==> config.mk <==
export PLATFORM = sky130hd
export DESIGN_NAME = ecc_mem_top
export DESIGN_NICKNAME = d
export VERILOG_FILES = /design/src/hw/ecc_pkg.sv /design/src/hw/ecc_69_codec.sv /design/src/hw/ecc_mem_array.sv /design/src/hw/ecc_mem_top.sv /design/src/hw/ecc_scrub_ctrl.sv
export VERILOG_INCLUDE_DIRS = /design/src /design/src/include
export SDC_FILE = /design/constraint.sdc
export NUM_CORES = 2
export LEC_CHECK = 0
export BUFFER_PORTS_ARGS = -buffer_cell sky130_fd_sc_hd__buf_2
export CORE_ASPECT_RATIO = 1.25
export CORE_MARGIN = 2
export CORE_UTILIZATION = 30
export CTS_BUF_LIST = sky130_fd_sc_hd__clkbuf_4 sky130_fd_sc_hd__clkbuf_8 sky130_fd_sc_hd__clkbuf_16
export CTS_CLUSTER_SIZE = 8
export DETAILED_ROUTE_END_ITERATION = 6
export GPL_TIMING_DRIVEN = 0
export PLACE_DENSITY = 0.51
export SLEW_MARGIN = 10
export SYNTH_ARGS = -nofsm -noshare
export SYNTH_HDL_FRONTEND = slang
export SYNTH_SLANG_ARGS = --single-unit
==> constraint.sdc <==
create_clock -name clk -period 15.1 [get_ports clk]
set_input_delay 2.265 -clock clk [delete_from_list [all_inputs] [get_ports clk]]
set_output_delay 2.265 -clock clk [all_outputs]
set_load 0.01 [all_outputs]
==> src/include/ecc_params.svh <==
`ifndef ECC_PARAMS_SVH
`define ECC_PARAMS_SVH

// Codeword geometry.
`define ECC_DATA_WIDTH   69
`define ECC_PARITY_WIDTH 8

// Array size.
`define ECC_ADDR_WIDTH   5
`define ECC_DEPTH        32

`define ECC_COUNT_WIDTH  16 // Repair counter.

`endif

==> src/hw/ecc_pkg.sv <==
`include "ecc_params.svh"

package ecc_pkg;

    // Data word. Also used for flip and correction masks.
    typedef logic [`ECC_DATA_WIDTH-1:0]   ecc_data_t;
    typedef logic [`ECC_PARITY_WIDTH-1:0] ecc_parity_t; // Check bits or syndrome.
    typedef logic [`ECC_ADDR_WIDTH-1:0]   ecc_addr_t;
    typedef logic [`ECC_COUNT_WIDTH-1:0]  ecc_count_t;

    // Scrubber FSM.
    typedef enum logic [1:0] {
        SCRUB_IDLE,  // No scrub read outstanding.
        SCRUB_CHECK, // Scrub word on the decoder.
        SCRUB_FIX    // Waiting for a write slot.
    } scrub_state_t;

endpackage

==> src/hw/ecc_69_codec.sv <==
`timescale 1ns/1ps
`include "ecc_params.svh"

module ecc_69_codec (
    input  ecc_pkg::ecc_data_t   data_in,
    output ecc_pkg::ecc_data_t   data_out,
    input  ecc_pkg::ecc_parity_t parity_in,
    output ecc_pkg::ecc_parity_t parity_out,
    input  logic                 bypass,
    output ecc_pkg::ecc_data_t   mask,
    output logic                 sbit_err,
    output logic                 dbit_err
);
    import ecc_pkg::*;

    // ****************************************
    // Check matrix
    // ****************************************
    // One column per data bit, each of odd weight.
    localparam ecc_parity_t H_COL [`ECC_DATA_WIDTH] = '{
        8'b10000011, 8'b10000101, 8'b10000110, 8'b00000111, 8'b10001001, 8'b10001010, // 0.
        8'b00001011, 8'b10001100, 8'b00001101, 8'b00001110, 8'b10001111, 8'b10010001,
        8'b10010010, 8'b00010011, 8'b10010100, 8'b00010101, 8'b00010110, 8'b10010111, // 12.
        8'b10011000, 8'b00011001, 8'b00011010, 8'b10011011, 8'b00011100, 8'b10011101,
        8'b10011110, 8'b00011111, 8'b10100001, 8'b10100010, 8'b00100011, 8'b10100100, // 24.
        8'b00100101, 8'b00100110, 8'b10100111, 8'b10101000, 8'b00101001, 8'b00101010,
        8'b10101011, 8'b00101100, 8'b10101101, 8'b10101110, 8'b00101111, 8'b10110000, // 36.
        8'b00110001, 8'b00110010, 8'b10110011, 8'b00110100, 8'b10110101, 8'b10110110,
        8'b00110111, 8'b00111000, 8'b10111001, 8'b10111010, 8'b00111011, 8'b10111100, // 48.
        8'b00111101, 8'b00111110, 8'b10111111, 8'b11000001, 8'b11000010, 8'b01000011,
        8'b11000100, 8'b01000101, 8'b01000110, 8'b11000111, 8'b11001000, 8'b01001001, // 60.
        8'b01001010, 8'b11001011, 8'b01001100
    };

    ecc_parity_t syndrome;
    logic        col_hit;
    logic        chk_hit;
    logic        sbit_raw;
    logic        dbit_raw;

    // Each check bit is the XOR of the data bits whose column has it set.
    function automatic ecc_parity_t ecc_encode(input ecc_data_t d);
        ecc_parity_t p;
        p = '0;
        for (int i = 0; i < `ECC_DATA_WIDTH; i++) begin
            if (d[i]) begin
                p = p ^ H_COL[i];
            end
        end
        return p;
    endfunction

    // ****************************************
    // Encode and syndrome
    // ****************************************
    assign parity_out = ecc_encode(data_in);
    assign syndrome   = parity_in ^ parity_out;

    // Syndrome lookup.
    always_comb begin
        for (int i = 0; i < `ECC_DATA_WIDTH; i++) begin
            mask[i] = (syndrome == H_COL[i]);
        end
    end

    assign col_hit  = |mask;             // Data bit error.
    assign chk_hit  = $onehot(syndrome); // Check bit error.
    assign sbit_raw = col_hit | chk_hit;
    assign dbit_raw = (syndrome != '0) & ~sbit_raw;

    // Raw word and quiet flags in bypass.
    assign data_out = bypass ? data_in : data_in ^ mask;
    assign sbit_err = bypass ? 1'b0 : sbit_raw;
    assign dbit_err = bypass ? 1'b0 : dbit_raw;

endmodule

==> src/hw/ecc_mem_array.sv <==
`timescale 1ns/1ps
`include "ecc_params.svh"

module ecc_mem_array (
    input  logic                 clk,
    input  logic                 wr_en,
    input  ecc_pkg::ecc_addr_t   wr_addr,
    input  ecc_pkg::ecc_data_t   wr_data,
    input  ecc_pkg::ecc_parity_t wr_parity,
    input  logic                 rd_en,
    input  ecc_pkg::ecc_addr_t   rd_addr,
    output ecc_pkg::ecc_data_t   rd_data,
    output ecc_pkg::ecc_parity_t rd_parity
);
    import ecc_pkg::*;

    ecc_data_t   data_mem   [`ECC_DEPTH];
    ecc_parity_t parity_mem [`ECC_DEPTH];

    // Write port.
    always_ff @(posedge clk) begin
        if (wr_en) begin
            data_mem[wr_addr]   <= wr_data;
            parity_mem[wr_addr] <= wr_parity;
        end
    end

    // Read port. Gives the old word on a same-edge write.
    always_ff @(posedge clk) begin
        if (rd_en) begin
            rd_data   <= data_mem[rd_addr];
            rd_parity <= parity_mem[rd_addr];
        end
    end

    // ****************************************
    // Checks
    // ****************************************
    a_wr_addr_known: assert property (@(posedge clk)
        wr_en |-> !$isunknown(wr_addr))
        else $error("array write with unknown address");

    a_rd_addr_known: assert property (@(posedge clk)
        rd_en |-> !$isunknown(rd_addr))
        else $error("array read with unknown address");

endmodule

==> src/hw/ecc_mem_top.sv <==
`timescale 1ns/1ps

module ecc_mem_top (
    input  logic                 clk,
    input  logic                 rst,
    input  logic                 wr_en,
    input  ecc_pkg::ecc_addr_t   wr_addr,
    input  ecc_pkg::ecc_data_t   wr_data,
    input  ecc_pkg::ecc_data_t   wr_data_flip,
    input  ecc_pkg::ecc_parity_t wr_parity_flip,
    input  logic                 rd_en,
    input  ecc_pkg::ecc_addr_t   rd_addr,
    input  logic                 bypass,
    input  logic                 scrub_en,
    output logic                 rd_valid,
    output ecc_pkg::ecc_data_t   rd_data,
    output logic                 rd_sbit_err,
    output logic                 rd_dbit_err,
    output ecc_pkg::ecc_count_t  corr_count
);
    import ecc_pkg::*;

    logic        mem_wr_en;
    ecc_addr_t   mem_wr_addr;
    ecc_data_t   mem_wr_data;
    logic        inject_sel;
    logic        mem_rd_en;
    ecc_addr_t   mem_rd_addr;
    logic        dec_bypass;
    ecc_parity_t enc_parity;
    ecc_data_t   arr_wr_data;
    ecc_parity_t arr_wr_parity;
    ecc_data_t   arr_rd_data;
    ecc_parity_t arr_rd_parity;

    // ****************************************
    // Write path
    // ****************************************
    ecc_69_codec i_enc (
        .data_in    (mem_wr_data),
        .data_out   (),
        .parity_in  ('0),
        .parity_out (enc_parity),
        .bypass     (1'b1),
        .mask       (),
        .sbit_err   (),
        .dbit_err   ()
    );

    // Error injection.
    assign arr_wr_data   = inject_sel ? mem_wr_data ^ wr_data_flip : mem_wr_data;
    assign arr_wr_parity = inject_sel ? enc_parity ^ wr_parity_flip : enc_parity;

    ecc_mem_array i_array (
        .clk       (clk),
        .wr_en     (mem_wr_en),
        .wr_addr   (mem_wr_addr),
        .wr_data   (arr_wr_data),
        .wr_parity (arr_wr_parity),
        .rd_en     (mem_rd_en),
        .rd_addr   (mem_rd_addr),
        .rd_data   (arr_rd_data),
        .rd_parity (arr_rd_parity)
    );

    // ****************************************
    // Read path
    // ****************************************
    ecc_69_codec i_dec (
        .data_in    (arr_rd_data),
        .data_out   (rd_data),
        .parity_in  (arr_rd_parity),
        .parity_out (),
        .bypass     (dec_bypass),
        .mask       (),
        .sbit_err   (rd_sbit_err),
        .dbit_err   (rd_dbit_err)
    );

    ecc_scrub_ctrl i_scrub (
        .clk          (clk),
        .rst          (rst),
        .host_wr_en   (wr_en),
        .host_wr_addr (wr_addr),
        .host_wr_data (wr_data),
        .host_rd_en   (rd_en),
        .host_rd_addr (rd_addr),
        .host_bypass  (bypass),
        .scrub_en     (scrub_en),
        .mem_wr_en    (mem_wr_en),
        .mem_wr_addr  (mem_wr_addr),
        .mem_wr_data  (mem_wr_data),
        .inject_sel   (inject_sel),
        .mem_rd_en    (mem_rd_en),
        .mem_rd_addr  (mem_rd_addr),
        .dec_bypass   (dec_bypass),
        .dec_data     (rd_data),
        .dec_sbit_err (rd_sbit_err),
        .rd_valid     (rd_valid),
        .corr_count   (corr_count)
    );

endmodule

==> src/hw/ecc_scrub_ctrl.sv <==
`timescale 1ns/1ps
`include "ecc_params.svh"

module ecc_scrub_ctrl (
    input  logic                clk,
    input  logic                rst,
    input  logic                host_wr_en,
    input  ecc_pkg::ecc_addr_t  host_wr_addr,
    input  ecc_pkg::ecc_data_t  host_wr_data,
    input  logic                host_rd_en,
    input  ecc_pkg::ecc_addr_t  host_rd_addr,
    input  logic                host_bypass,
    input  logic                scrub_en,
    output logic                mem_wr_en,
    output ecc_pkg::ecc_addr_t  mem_wr_addr,
    output ecc_pkg::ecc_data_t  mem_wr_data,
    output logic                inject_sel,
    output logic                mem_rd_en,
    output ecc_pkg::ecc_addr_t  mem_rd_addr,
    output logic                dec_bypass,
    input  ecc_pkg::ecc_data_t  dec_data,
    input  logic                dec_sbit_err,
    output logic                rd_valid,
    output ecc_pkg::ecc_count_t corr_count
);
    import ecc_pkg::*;

    scrub_state_t state;
    ecc_addr_t    scrub_addr;
    ecc_addr_t    next_addr;
    ecc_data_t    fix_data;   // Corrected word awaiting write-back.
    logic         host_hit;   // Host writes the word under scrub.
    logic         scrub_rd;
    logic         scrub_wr;

    assign host_hit  = host_wr_en && (host_wr_addr == scrub_addr);
    assign next_addr = (scrub_addr == ecc_addr_t'(`ECC_DEPTH - 1)) ?
                       '0 : scrub_addr + 1'b1;

    // A host write at the read edge would make the scrub copy stale.
    assign scrub_rd = (state == SCRUB_IDLE) && scrub_en && !host_rd_en && !host_hit;
    assign scrub_wr = (state == SCRUB_FIX) && !host_wr_en;

    // ****************************************
    // Array port muxes with host priority
    // ****************************************
    assign mem_wr_en   = host_wr_en | scrub_wr;
    assign mem_wr_addr = host_wr_en ? host_wr_addr : scrub_addr;
    assign mem_wr_data = host_wr_en ? host_wr_data : fix_data;
    assign inject_sel  = host_wr_en; // Flips only on host writes.

    assign mem_rd_en   = host_rd_en | scrub_rd;
    assign mem_rd_addr = host_rd_en ? host_rd_addr : scrub_addr;

    // Host read status lined up with the array output.
    always_ff @(posedge clk) begin
        if (rst) begin
            rd_valid   <= 1'b0;
            dec_bypass <= 1'b0;
        end else begin
            rd_valid   <= host_rd_en;
            dec_bypass <= host_rd_en && host_bypass;
        end
    end

    // ****************************************
    // Scrub FSM
    // ****************************************
    always_ff @(posedge clk) begin
        if (rst) begin
            state      <= SCRUB_IDLE;
            scrub_addr <= '0;
            corr_count <= '0;
        end else begin
            case (state)
                SCRUB_IDLE: begin
                    if (scrub_rd) begin
                        state <= SCRUB_CHECK;
                    end
                end
                SCRUB_CHECK: begin
                    if (dec_sbit_err && !host_hit) begin
                        state <= SCRUB_FIX;
                    end else begin
                        state      <= SCRUB_IDLE;
                        scrub_addr <= next_addr;
                    end
                end
                SCRUB_FIX: begin
                    if (host_hit || scrub_wr) begin // Repair done or dropped.
                        state      <= SCRUB_IDLE;
                        scrub_addr <= next_addr;
                    end
                    if (scrub_wr) begin
                        corr_count <= corr_count + 1'b1;
                    end
                end
                default: state <= SCRUB_IDLE;
            endcase
        end
    end

    always_ff @(posedge clk) begin
        if (state == SCRUB_CHECK && dec_sbit_err) begin
            fix_data <= dec_data;
        end
    end

    // ****************************************
    // Checks
    // ****************************************
    // A counted repair never shares its edge with a host write.
    a_fix_no_host_wr: assert property (@(posedge clk) disable iff (rst)
        $changed(corr_count) |-> !$past(host_wr_en))
        else $error("scrub write-back collided with a host write");

    a_scrub_rd_quiet: assert property (@(posedge clk) disable iff (rst)
        scrub_rd |=> !rd_valid)
        else $error("rd_valid after a scrub-only read");

endmodule

# Word-level counts from Yosys, hierarchy flattened
# Memories as Yosys holds them, arrays and structs flattened. A register that Yosys moved wholly into a read port is not among the register bits.
# Cells that the tools add are included.
# totals
ff_bits,94
latch_bits,0
ramBits,2464
romBits,0
input_bits,162
out_inout_bits,88
memories,2
# memory_table
memory,depth,word_bits,rd,rd_ports_with_merged_regs,write_ports,line_no,text
i_array.data_mem,32,69,1,1,1,ecc_mem_array.sv:17,ecc_data_t data_mem [`ECC_DEPTH];
i_array.parity_mem,32,8,1,1,1,ecc_mem_array.sv:18,ecc_parity_t parity_mem [`ECC_DEPTH];
# op_classes
addsub,9
multipliers,0
div_mod_pow,0
n_lt_le_gt_ge,0
eq_ne,77
shift,0
mux,156
n_bitwise,145
reduce_logical,19
# op_table
cell,n
8-bit 2-to-1 mux,75
"8-bit equality test, second input constant",37
3-bit inverter,88
5-bit inverter,46
69-bit 2-to-1 mux,3
6-bit 2-to-1 mux,30
69-bit bitwise XOR,2
"8-bit by 6-bit equality test with 1-bit output, second input constant",15
5-bit 2-to-1 mux,19
7-bit 2-to-1 mux,12
69-bit OR reduction,1
"8-bit by 5-bit equality test with 1-bit output, second input constant",7
"8-bit by 7-bit equality test with 1-bit output, second input constant",6
"8-bit by 4-bit equality test with 1-bit output, second input constant",3
4-bit 2-to-1 mux,6
"16-bit by 1-bit adder with 16-bit output, second input constant",1
8-bit bitwise XOR,2
7-bit inverter,2
4-bit adder,3
5-bit case mux with 2 select lines,1
1-bit by 1-bit adder with 2-bit output,4
"8-bit by 3-bit equality test with 1-bit output, second input constant",1
1-bit logical AND,8
8-bit nonzero test,1
other kinds (21),33

# Logic depth before layout (Yosys ltp)
# logic_depth
ltp_word,147
mapped_depth,22

# Modules after synthesis
# Synthesis repeated with hierarchy kept, for this count alone.
# unflattened
hier_cells,5258
hier_area_um2,109277.3
# modules_own_cells
mod,instances,cells_per_inst,area_each_um2,seq_area_each_um2
ecc_mem_array,1,3713,95694.3,76303.2
ecc_scrub_ctrl,1,289,4206.5,2572.5
ecc_69_codec (i_enc),1,554,4144.0,0.0
ecc_69_codec (i_dec),1,537,4026.4,0.0
ecc_mem_top,1,165,1206.2,0.0

# Worst setup path before layout
# OpenSTA, ideal clock, no wires.
# synth_path
kind,input-to-reg
startpoint,in wr_en
endpoint,mem i_array.data_mem[0][0] in the netlist's numbering (enable)
setup_time_ns,0.513
t_arrival_ns,7.209
slack_ns,7.378
stages,8
path_buffers,5
path_cell_list,buf_2 > clkbuf_1 > buf_1 > buf_2 > buf_1 > mux2i_1 > nand2_1 > nor2_1
# synth_between
elab_chain_len,5
# synth_lines
item,line_no,text
"start, declared",ecc_mem_top.sv:6,"input logic wr_en,"
1-bit zero test,ecc_scrub_ctrl.sv:42,assign scrub_wr = (state == SCRUB_FIX) && !host_wr_en;
1-bit logical AND,ecc_scrub_ctrl.sv:42,
1-bit bitwise OR,ecc_scrub_ctrl.sv:47,assign mem_wr_en = host_wr_en | scrub_wr;
1-bit 2-to-1 mux,ecc_mem_array.sv:22,if (wr_en) begin
1-bit 2-to-1 mux (implied by the code),ecc_mem_array.sv:23,data_mem[wr_addr] <= wr_data;
"end, declared",ecc_mem_array.sv:17,
# Parallel ways exist; a longest one is shown, timed or not.

# Worst setup path in the final report
# layout_path
startpoint,reg i_array.rd_data[25] (read register of i_array.data_mem)
endpoint,out rd_dbit_err
# layout_between
elab_chain_len,75
# layout_lines
item,line_no,text
"start, declared",ecc_mem_array.sv:12,"output ecc_pkg::ecc_data_t rd_data,"
5-bit 2-to-1 mux *,ecc_69_codec.sv:46,if (d[i]) begin
3-bit inverter (no source line) or 8-bit 2-to-1 mux (tied branches),n/a,
8-bit 2-to-1 mux * (2 in a row),ecc_69_codec.sv:46,
3-bit inverter (no source line),n/a,
6-bit 2-to-1 mux *,ecc_69_codec.sv:46,
8-bit 2-to-1 mux *,ecc_69_codec.sv:46,
3-bit inverter (no source line) or 6-bit 2-to-1 mux (tied branches),n/a,
6-bit 2-to-1 mux * (2 in a row),ecc_69_codec.sv:46,
[56 not listed],n/a,
8-bit bitwise XOR *,ecc_69_codec.sv:57,assign syndrome = parity_in ^ parity_out;
1-bit by 1-bit adder with 2-bit output (implied by the code),ecc_69_codec.sv:67,assign chk_hit = $onehot(syndrome);
4-bit adder (implied by the code) (2 in a row),ecc_69_codec.sv:67,
4-bit by 1-bit equality test with 1-bit output,ecc_69_codec.sv:67,
1-bit bitwise OR,ecc_69_codec.sv:68,assign sbit_raw = col_hit | chk_hit;
1-bit inverter,ecc_69_codec.sv:69,assign dbit_raw = (syndrome != '0) & ~sbit_raw;
1-bit bitwise AND *,ecc_69_codec.sv:69,
1-bit 2-to-1 mux *,ecc_69_codec.sv:74,assign dbit_err = bypass ? 1'b0 : dbit_raw;
"end, declared",ecc_mem_top.sv:18,"output logic rd_dbit_err,"
# Every way passes the cells marked *; elsewhere a longest branch is shown, timed or not.

==> flow_summary.json <==
{
  "outcome": "completed",
  "rows": 245,
  "crit_type": "register to output pin",
  "globalRouteOverflowTotal": 0,
  "ir_worst_vdd_uv": 487,
  "num_vias": 60900,
  "cp-end-kind": "output pin",
  "dieWidth_um": 538,
  "start_kind": "register",
  "dp.cells": 11100,
  "wire_per_inst_um": 34.8,
  "hp-class": "register to register",
  "cts_tree": "done",
  "synth_top_family_by_area": "multiplexers",
  "syn_area_mm2": 0.107,
  "yosys-top-cells-count": "edfxtp_1 (2,610), nand2_1 (765), mux4_2 (616)",
  "cp_max_fo": 9,
  "yosysWarningCount": 0,
  "synthArstFlopShare": 0,
  "synth_enable_flop_cells": 2610,
  "cts_root_buf": "clkbuf_16",
  "gp_congestion": 0.966,
  "chipHeight_um": 671,
  "yosys.area.top_type": "edfxtp_1",
  "start_util": 0.301,
  "synth_cell_types": 58,
  "synth_nets": 6066,
  "drc_errors": 0,
  "io_pins": 250,
  "worstHoldStart": "i_scrub.corr_count[8]$_SDFFE_PP0P_",
  "cts_sinks": 2635,
  "regArea_mm2": 0.0789,
  "synthXorXnorAreaFrac": 0.0447,
  "hold_viol_final": 0,
  "htreeDepth": 5,
  "synth_compound_area_frac": 0.0107,
  "coreArea_mm2": 0.355,
  "muxShareOfSynthArea": 0.131,
  "numCtsBuffers": 373,
  "die-area_mm2": 0.361,
  "drtIter0Drc": 7973,
  "post_cts_buffers": 0,
  "clk_latency_ns": 0.92,
  "setup_viol": 0,
  "multiInputGateArea_mm2": 0.0274,
  "grt.total_usage": 0.220,
  "syn_area_per_cell_um2": 18.2,
  "antenna_found_initial": 44,
  "ys_ff_latch": 2635,
  "worstSetupStartpoint": "i_array.rd_data[25]$_DFFE_PP_",
  "r2r_start": "i_array.rd_data[25]$_DFFE_PP_",
  "synthTopCellsByArea": "edfxtp_1 (73%), mux4_2 (13%), xnor2_1 (3.0%)",
  "skew_ns": 0.0687,
  "cp.arrival_ns": 7.76,
  "dpl.hpwl_mm": 302,
  "cp_cell_sequence": "xor2_1 > xnor2_1 > xor2_1 > xnor2_1 > xnor2_1 > xor2_1 > ha_1 > clkbuf_1 > inv_1 > fa_1 > inv_1 > fa_1 > ha_1 > fa_1 > nor4b_1 > nor4_1 > nand4_1 > nor4_4 > o311a_2 > buf_2",
  "fmax_ghz": 0.0997,
  "synth_fa_ha_area_frac": 0.00321,
  "synthFlopType": "edfxtp_1",
  "wirelength_mm": 401,
  "finalCritPeriodShare": 0.664,
  "synth_cells": 5879,
  "total_leakage_power_nw": 42.5,
  "grt_pass1_wl_mm": 534,
  "timing.hold.ws_ns": 0.541,
  "syn2layout_area_growth_pct": 21.8,
  "synth_top_area_frac": 0.733,
  "clk_pin_slew_ns": 0.05,
  "postCtsResizedCells": 0,
  "r2r_cells": 22,
  "finish.net_count": 6937,
  "drtAntennaViolNets": 0,
  "max-slew-margin-rel": 0.0917,
  "num-fill-cells": 32700,
  "tightest_slew_ns": 1.36,
  "holdBufCountCts": 0,
  "final_layout_size_suffix_gt1_frac": 0.262,
  "grt_pass1_vias": 61300,
  "crit_slowest_cell": "fa_1",
  "whs_path_depth": 2,
  "grt_max_degree": 53,
  "port_buffers": 244,
  "pwr_density_cell_mw_per_mm2": 240,
  "yosys.area_share.simple": 0.0595,
  "cp.required_ns": 12.84,
  "layout.cells.non_filler": 11500,
  "vias_per_cell": 5.29,
  "ys_seq_area_frac": 0.738,
  "grt_setup_unrepaired": "no",
  "fin_crit_ns": 10.03,
  "drt-pass1-iter-count": 6,
  "slew_viol_final": 0,
  "ctsLongestPathBuffers": 4,
  "maxCapViolCount": 0,
  "synth_most_common_cell": "edfxtp_1",
  "cp_slowest_stage_delay_ns": 0.54
}
-- cell families after synthesis --
logic type	after synthesis
multiplexers	630
AO/OA/AOI/OAI	197
flip-flops	2635
buffers and inverters	335
AND/OR/NAND/NOR	1511
XOR/XNOR	546
adder cells (fa/ha/maj)	25
-- cell type report --
class | count | area share
multi-input combinational | 2909 | 0.211
clock buffer | 414 | 0.0749
clock inverter | 22 | 0.00259
tap | 4693 | 0.0451
inverter | 28 | 0.000827
antenna | 17 | 0.000327
timing repair buffer | 496 | 0.0493
buffer | 307 | 0.0101
sequential | 2635 | 0.606
-- worst paths after layout --
path | end | slack [ns]
worst max-delay path | rd_dbit_err | 5.07
worst min-delay path | i_scrub.corr_count[8]$_SDFFE_PP0P_ | 0.54
worst max register to register | i_scrub.fix_data[34]$_DFFE_PP_ | 7.26
worst min register to register | i_scrub.corr_count[8]$_SDFFE_PP0P_ | 0.54
-- metal layers --
layer,track usage,wire length [um]
met5,0,13
met4,0.113,23300
met3,0.0411,32600
met2,0.359,193000
met1,0.277,152000
-- critical path: cells and delay by family (launching register included) --
kind	cells	cell delay (ns)
adders and majority gates	5	1.94
xor gates and xnor gates	6	1.70
and+or+nand+nor	4	1.34
buffers and inverters	4	0.96
DFF	1	0.52
AOI/OAI and AO/OA	1	0.39
-- report_power, final --
| part | leakage [nW] | total (W) | internal (W) | switching, W |
|---|---|---|---|---|
| Combinational | 13.8 | 0.0127 | 0.00372 | 0.00902 |
| Clock | 4.98 | 0.00752 | 0.00450 | 0.00302 |
| Sequential | 23.7 | 0.0109 | 0.0106 | 0.000311 |
-- registers in the layout (all words and copies together) (netlist names) --
signal	cells
i_scrub.fix_data	69
i_array.rd_data	69
i_array.parity_mem	256
i_array.data_mem	2208
i_scrub.state	2
i_scrub.corr_count	16
i_array.rd_parity	8
i_scrub.rd_valid	1
i_scrub.dec_bypass	1
i_scrub.scrub_addr	5
-- cells in the final DEF, fill, tap and decap left out, types with 45 or more instances in the layout --
master	count
mux4_2	616
buf_12	114
a21oi_2	45
nor2_1	212
edfxtp_1	2610
xor2_1	177
nand3_1	474
clkbuf_1	157
buf_6	48
buf_2	319
nand2_1	765
xnor2_1	360
clkbuf_16	379
a21oi_1	56
buf_16	82
-- through the flow --
step / utilization / instance area (um^2) / TNS [ns] / worst slack (ns) / total power (W)
after floorplan: - / 107000 / 0 / 7.38 / 0.0189
after global placement: 0.321 / 114000 / -19.80 / -0.280 / 0.0224
after detailed placement: 0.338 / 120000 / 0 / 6.12 / 0.0237
after CTS: 0.366 / 130000 / 0 / 5.11 / 0.0312
after global routing: 0.366 / 130000 / 0 / 4.85 / 0.0322
final: 0.366 / 130000 / 0 / 5.07 / 0.0312
(Power assumes the default switching activity.)
